**config.mk**
```make
export PLATFORM = sky130hd
export DESIGN_NAME = branch_predictor
export DESIGN_NICKNAME = d
export VERILOG_FILES = /design/src/hdl/bp_pkg.sv /design/src/hdl/resolve_capture.sv /design/src/hdl/global_history.sv /design/src/hdl/pattern_table_bank.sv /design/src/hdl/prediction_stage.sv /design/src/hdl/branch_predictor.sv
export VERILOG_INCLUDE_DIRS = /design/src /design/src/hdl
export SDC_FILE = /design/constraint.sdc
export NUM_CORES = 1
export LEC_CHECK = 0
export BUFFER_PORTS_ARGS = -buffer_cell sky130_fd_sc_hd__buf_2
export CAP_MARGIN = 40
export CORE_ASPECT_RATIO = 0.9
export CORE_UTILIZATION = 30
export CTS_CLUSTER_DIAMETER = 200
export DETAILED_ROUTE_END_ITERATION = 7
export GPL_ROUTABILITY_DRIVEN = 0
export PLACE_DENSITY_LB_ADDON = 0.25
export REMOVE_ABC_BUFFERS = 1
export SYNTH_ARGS = -nofsm -noshare
export SYNTH_HDL_FRONTEND = slang
export SYNTH_SLANG_ARGS = --single-unit
```
**constraint.sdc**
```tcl
create_clock -name clk -period 9.2 [get_ports clk]
set_input_delay 1.38 -clock clk [delete_from_list [all_inputs] [get_ports clk]]
set_output_delay 1.38 -clock clk [all_outputs]
set_load 0.005 [all_outputs]
```
**src/hdl/bp_params.svh**
```systemverilog
`ifndef BP_PARAMS_SVH
`define BP_PARAMS_SVH

// Global history length in bits
`define BP_HIST_BITS 4

// PC bits that pick one pattern table
`define BP_SEL_BITS 3

`define BP_PC_WIDTH 16

// Table select starts above the low fetch bits
`define BP_SEL_LSB 4

// Derived table geometry
`define BP_NUM_TABLES (1 << `BP_SEL_BITS)
`define BP_TABLE_DEPTH (1 << `BP_HIST_BITS)

`endif

```
**src/hdl/bp_pkg.sv**
```systemverilog
`include "bp_params.svh"

package bp_pkg;

    typedef logic [`BP_PC_WIDTH-1:0]  pc_t;
    typedef logic [`BP_HIST_BITS-1:0] hist_t;
    typedef logic [`BP_SEL_BITS-1:0]  table_sel_t;
    typedef logic [1:0]               ctr_t;

    // Two-bit counter encodings
    localparam ctr_t CTR_SNT = 2'b00; // strongly not taken
    localparam ctr_t CTR_WNT = 2'b01; // weakly not taken at reset
    localparam ctr_t CTR_ST  = 2'b11; // strongly taken

    typedef struct packed {
        logic valid;
        pc_t  pc;
    } pred_req_t;

    typedef struct packed {
        logic valid;
        pc_t  pc;
        logic taken;
    } resolve_t;

    // Resolved outcome reduced to a table number
    typedef struct packed {
        logic       valid;
        table_sel_t sel;
        logic       taken;
    } update_t;

    typedef struct packed {
        logic valid;
        logic taken;
        ctr_t ctr; // confidence for the core
    } prediction_t;

endpackage

```
**src/hdl/resolve_capture.sv**
```systemverilog
`include "bp_params.svh"

module resolve_capture
    import bp_pkg::*;
(
    input  logic     clk,
    input  logic     rst_n,
    input  logic     stall,
    input  resolve_t resolve,
    output update_t  upd
);

    logic       upd_valid_q;
    table_sel_t upd_sel_q;
    logic       upd_taken_q;
    table_sel_t resolve_sel;

    // Table number of the resolving branch
    assign resolve_sel = resolve.pc[`BP_SEL_LSB +: `BP_SEL_BITS];

    // Pending update flag
    always_ff @(posedge clk or negedge rst_n) begin
        if (!rst_n) begin
            upd_valid_q <= 1'b0;
        end else if (!stall) begin
            upd_valid_q <= resolve.valid;
        end
        // Pending update kept until the stall ends
    end

    always_ff @(posedge clk) begin
        if (!stall) begin
            upd_sel_q   <= resolve_sel;
            upd_taken_q <= resolve.taken;
        end
    end

    assign upd.valid = upd_valid_q;
    assign upd.sel   = upd_sel_q;
    assign upd.taken = upd_taken_q;

endmodule

```
**src/hdl/global_history.sv**
```systemverilog
`include "bp_params.svh"

module global_history
    import bp_pkg::*;
(
    input  logic    clk,
    input  logic    rst_n,
    input  logic    stall,
    input  update_t upd,
    output hist_t   hist
);

    hist_t hist_q;
    hist_t hist_next;

    // Newest outcome enters at bit 0, oldest falls off the top
    assign hist_next = {hist_q[`BP_HIST_BITS-2:0], upd.taken};

    always_ff @(posedge clk or negedge rst_n) begin
        if (!rst_n) begin
            hist_q <= '0;
        end else if (!stall && upd.valid) begin
            hist_q <= hist_next;
        end
    end

    // One history for every table
    assign hist = hist_q;

endmodule

```
**src/hdl/pattern_table_bank.sv**
```systemverilog
`include "bp_params.svh"

module pattern_table_bank
    import bp_pkg::*;
(
    input  logic       clk,
    input  logic       rst_n,
    input  logic       stall,
    input  table_sel_t rd_sel,
    input  hist_t      hist,
    input  update_t    upd,
    output ctr_t       rd_ctr
);

    localparam int NUM_TABLES  = `BP_NUM_TABLES;
    localparam int TABLE_DEPTH = `BP_TABLE_DEPTH;

    ctr_t ctr_mem [NUM_TABLES][TABLE_DEPTH];

    ctr_t wr_cur;
    ctr_t wr_next;

    // Lookup for the fetch side
    assign rd_ctr = ctr_mem[rd_sel][hist];

    // Write side uses the history as it stands before this update shifts it
    assign wr_cur = ctr_mem[upd.sel][hist];

    always_comb begin
        wr_next = wr_cur;
        if (upd.taken) begin
            if (wr_cur != CTR_ST) begin
                wr_next = wr_cur + 2'd1;
            end
        end else begin
            if (wr_cur != CTR_SNT) begin
                wr_next = wr_cur - 2'd1;
            end
        end
    end

    // Counters start weakly not taken
    always_ff @(posedge clk or negedge rst_n) begin
        if (!rst_n) begin
            for (int t = 0; t < NUM_TABLES; t++) begin
                for (int e = 0; e < TABLE_DEPTH; e++) begin
                    ctr_mem[t][e] <= CTR_WNT;
                end
            end
        end else if (!stall && upd.valid) begin
            ctr_mem[upd.sel][hist] <= wr_next;
        end
    end

endmodule

```
**src/hdl/prediction_stage.sv**
```systemverilog
module prediction_stage
    import bp_pkg::*;
(
    input  logic        clk,
    input  logic        rst_n,
    input  logic        stall,
    input  logic        req_valid,
    input  ctr_t        rd_ctr,
    output prediction_t prediction
);

    logic pred_valid_q;
    logic pred_taken_q;
    ctr_t pred_ctr_q;

    always_ff @(posedge clk or negedge rst_n) begin
        if (!rst_n) begin
            pred_valid_q <= 1'b0;
        end else if (!stall) begin
            pred_valid_q <= req_valid; // drops when no request
        end
    end

    // Held under stall so the core keeps its last answer
    always_ff @(posedge clk) begin
        if (!stall) begin
            pred_ctr_q   <= rd_ctr;
            pred_taken_q <= rd_ctr[1]; // upper counter bit
        end
    end

    assign prediction.valid = pred_valid_q;
    assign prediction.taken = pred_taken_q;
    assign prediction.ctr   = pred_ctr_q;

endmodule

```
**src/hdl/branch_predictor.sv**
```systemverilog
`include "bp_params.svh"

module branch_predictor
    import bp_pkg::*;
(
    input  logic        clk,
    input  logic        rst_n,
    input  logic        stall,
    input  pred_req_t   pred_req,
    input  resolve_t    resolve,
    output prediction_t prediction
);

    update_t    upd;
    hist_t      hist;
    table_sel_t rd_sel;
    ctr_t       rd_ctr;

    // Table for the fetch PC
    assign rd_sel = pred_req.pc[`BP_SEL_LSB +: `BP_SEL_BITS];

    resolve_capture u_resolve_capture (
        .clk     (clk),
        .rst_n   (rst_n),
        .stall   (stall),
        .resolve (resolve),
        .upd     (upd)
    );

    global_history u_global_history (
        .clk   (clk),
        .rst_n (rst_n),
        .stall (stall),
        .upd   (upd),
        .hist  (hist)
    );

    // Same history drives read and write in a cycle
    pattern_table_bank u_pattern_table_bank (
        .clk    (clk),
        .rst_n  (rst_n),
        .stall  (stall),
        .rd_sel (rd_sel),
        .hist   (hist),
        .upd    (upd),
        .rd_ctr (rd_ctr)
    );

    prediction_stage u_prediction_stage (
        .clk        (clk),
        .rst_n      (rst_n),
        .stall      (stall),
        .req_valid  (pred_req.valid),
        .rd_ctr     (rd_ctr),
        .prediction (prediction)
    );

endmodule

```
==> run_results.csv <==
group,metric,value,unit
run_status,outcome,"completed",
layout,drive_gt1_frac,0.257,
floorplan,start_util,0.306,
critical_path,critPathCapture,"u_pattern_table_bank.ctr_mem[166]",
synth,synthCells,1447,
critical_path,critical_path_arrival,5860,ps
clock_network,cts-root-buf,"clkbuf_16",
place,hpwl,29100,um
critical_path,rr_startpoint,"u_resolve_capture.upd_sel_q[1]",
run,max-cap-violations,0,
worst_hold_path,hp-class,"reg2reg",
clock_network,cts_hold_buffers,0,
layout,syn2layout_area_growth,9.67,%
grt,grt_pass1_wl,75700,um
floorplan,die_area,51100,um^2
sta,slew_violations,0,
synth,async_flop_share,0.978,
grt,antenna_found_initial,0,
detailed_routing,drt-pass1-iter-count,6,
critical_path,timing.rr.end,"u_pattern_table_bank.ctr_mem[166]",
sta,setup_viol,0,
sta,finalHoldViolCount,0,
layout,diodes,0,
critical_path,start_kind,"flop",
sta,slew_headroom,0.384,
critical_path,reg2reg_slack,3810,ps
critical_path,reg2reg_depth,11,
pwr,irDropWorstVdd,0.000199,V
critical_path,worstPathMaxFanout,65,
critical_path,required,9660,ps
pwr,sw_frac_of_total,0.356,
clock_network,cts_tree,"done",
clock_network,post_cts_resized,0,
grt,first_global_vias,11400,
clock_network,cts.htree.levels,1,
place,io_buffers,15,
detailed_routing,antenna_left,0,
clock_network,cts.reportedPaths.clkPinSlew,60,ps
sta,max_slew.worst_pin.slew,924,ps
layout,finalNetCount,1421,
detailed_routing,drcViolationCount,0,
synth,netlist_area,15100,um^2
layout,fill_cells,4993,
pwr,power_frac_comb,0.274,
grt,grt-ovfl-total,0,
synth,ys_seq_area_frac,0.458,
synth,synth.distinct_cells,51,
layout,final_common_cell,"nor2_1",
sta,max_freq,185,MHz
grt,grt_max_degree,88,
synth,syn_avg_cell_area,10.4,um^2
pwr,p_clk_frac,0.306,
synth,ys.warnings.count,0,
sta,min_period,5390,ps
critical_path,end_kind,"flop",
clock_network,cts_buffers,31,
synth,synth_edf_count,6,
synth,synth_ff_type,"dfrtp_1",
grt,grt_usage,0.193,
detailed_routing,finalWirelength,48800,um
sta,fin_tns_setup,0,ps
synth,synth_seq_cells,268,
critical_path,crit_path_start,"u_resolve_capture.upd_sel_q[1]",
critical_path,worstSetupPathType,"reg2reg",
sta,rsz0062_at_grt,"false",
pwr,p_per_area,238,nW/um^2
clock_network,clock_path_buffers,3,
layout,final_cell_mix,"nor2_1, nand2_1, o21ai_0, a21oi_1, dfrtp_1",
floorplan,rows,77,
clock_network,post-cts-setup-buffers,0,
floorplan,die_y,215,um
floorplan,die_w,238,um
sta,fin_crit_sh,0.586,
detailed_routing,via_per_inst,5.61,
floorplan,io_pins,42,
sta,fin_skew,10.5,ps
pwr,p_int,2530,uW
detailed_routing,num_vias,11700,
detailed_routing,wl_per_cell,23.5,um
clock_network,cts.sinks,268,
detailed_routing,drt_iter0_drc,1065,
pwr,p_leak,0.00603,uW
pwr,p_seq_frac,0.420,
pwr,total_power,3930,uW
clock_network,clk-insertion-delay-late,570,ps
pwr,p_sw,1400,uW
floorplan,core_area,49300,um^2
-- stage by stage --
step / util / std cells / setup slack, ps / hold WS [ps] / area (um^2)
floorplan: - / 1309 / 2850 / 461 / 14400
finish: 0.335 / 2078 / 3810 / 485 / 16500
global placement: 0.315 / 2020 / 3970 / 473 / 15600
global route: 0.335 / 2078 / 3620 / 500 / 16500
CTS: 0.335 / 2078 / 3860 / 488 / 16500
detailed placement: 0.316 / 2021 / 3880 / 479 / 15600
-- state kept, by name, summed over array words and instances (netlist names) --
name                             count
u_resolve_capture.upd_sel_q          3
u_prediction_stage.pred_ctr_q        1
u_resolve_capture.upd_taken_q        1
u_global_history.hist                4
u_prediction_stage.pred_taken_q      1
u_resolve_capture.upd_valid_q        1
u_prediction_stage.pred_valid_q      1
u_pattern_table_bank.ctr_mem       256
-- worst max-delay path: stages, from the launching register on --
cell	delay [ps]
edfxtp_1	320
buf_4	390
nand2_1	520
nor2_4	670
buf_4	550
a22o_1	230
a2111oi_0	60
or4b_1	620
nand4_1	150
maj3_4	740
buf_4	750
o21ai_0	220
-- cell families (layout without fill, tap and decap cells) --
family | after synthesis | after routing | synth area share
compound gates | 460 | 460 | 0.186
fa+ha+maj | 2 | 2 | 0.00149
buf+inv | 145 | 105 | 0.0462
flops | 268 | 268 | 0.458
mux | 154 | 154 | 0.197
simple gates | 418 | 418 | 0.111
-- power groups by stage --
stage	combinational (uW)	sequential, uW	clock, uW
2_1_floorplan	682	1610	0
3_3_place_gp	1060	1650	0
3_5_place_dp	1070	1660	0
4_1_cts	1080	1650	1230
5_1_grt	1170	1680	1270
6_report	1080	1650	1210
-- metal layers --
layer	GRT usage	wire length (um)	up-vias
met2	0.289	21700	409
met5	0	0	-
met4	0.0438	1060	0
met3	0.0278	3060	62
met1	0.293	23000	5952
li1	-	-	5229
-- area by class of cell --
class                           count  area, um^2  share of cell area
Multi-Input combinational cell   1034        7510               0.454
Sequential cell                   268        6900               0.417
Clock buffer                       41         843              0.0510
Tap cell                          671         840              0.0508
Timing Repair Buffer               41         293              0.0177
Clock inverter                     16         119             0.00719
Inverter                            7        26.3             0.00159
-- worst min path at each step --
stage,depth (start not counted),startpoint,endpoint,slack [ps]
final,2,u_pattern_table_bank.ctr_mem[178],u_pattern_table_bank.ctr_mem[178],480
after global placement,2,u_pattern_table_bank.ctr_mem[208],u_pattern_table_bank.ctr_mem[208],470
after floorplan,2,u_pattern_table_bank.ctr_mem[182],u_pattern_table_bank.ctr_mem[182],460
after global routing,2,u_pattern_table_bank.ctr_mem[248],u_pattern_table_bank.ctr_mem[248],500
after CTS,2,u_pattern_table_bank.ctr_mem[182],u_pattern_table_bank.ctr_mem[182],490
after detailed placement,2,u_pattern_table_bank.ctr_mem[182],u_pattern_table_bank.ctr_mem[182],480
-- synth_stat cells (all sizes together), types with 4 or more instances --
master   count  share of area
mux4       113           0.17
o211ai       6         0.0030
buf         61          0.025
a31oi       47          0.020
a21oi      142          0.047
a22oi        8         0.0040
mux2i       29          0.019
o31ai       64          0.037
a221oi      25          0.015
a2111oi      5         0.0029
o21ai      144          0.048
edfxtp       6          0.012
clkbuf      77          0.019
nand2b       5         0.0021
nor2       207          0.052
inv          6         0.0015
mux2        12         0.0090
nand2      177          0.044
nor2b        8         0.0033
nand3        6         0.0020
dfrtp      134           0.22
and2         4         0.0017
dfstp      128           0.22
Note: power is estimated with default switching activity, not from simulation.
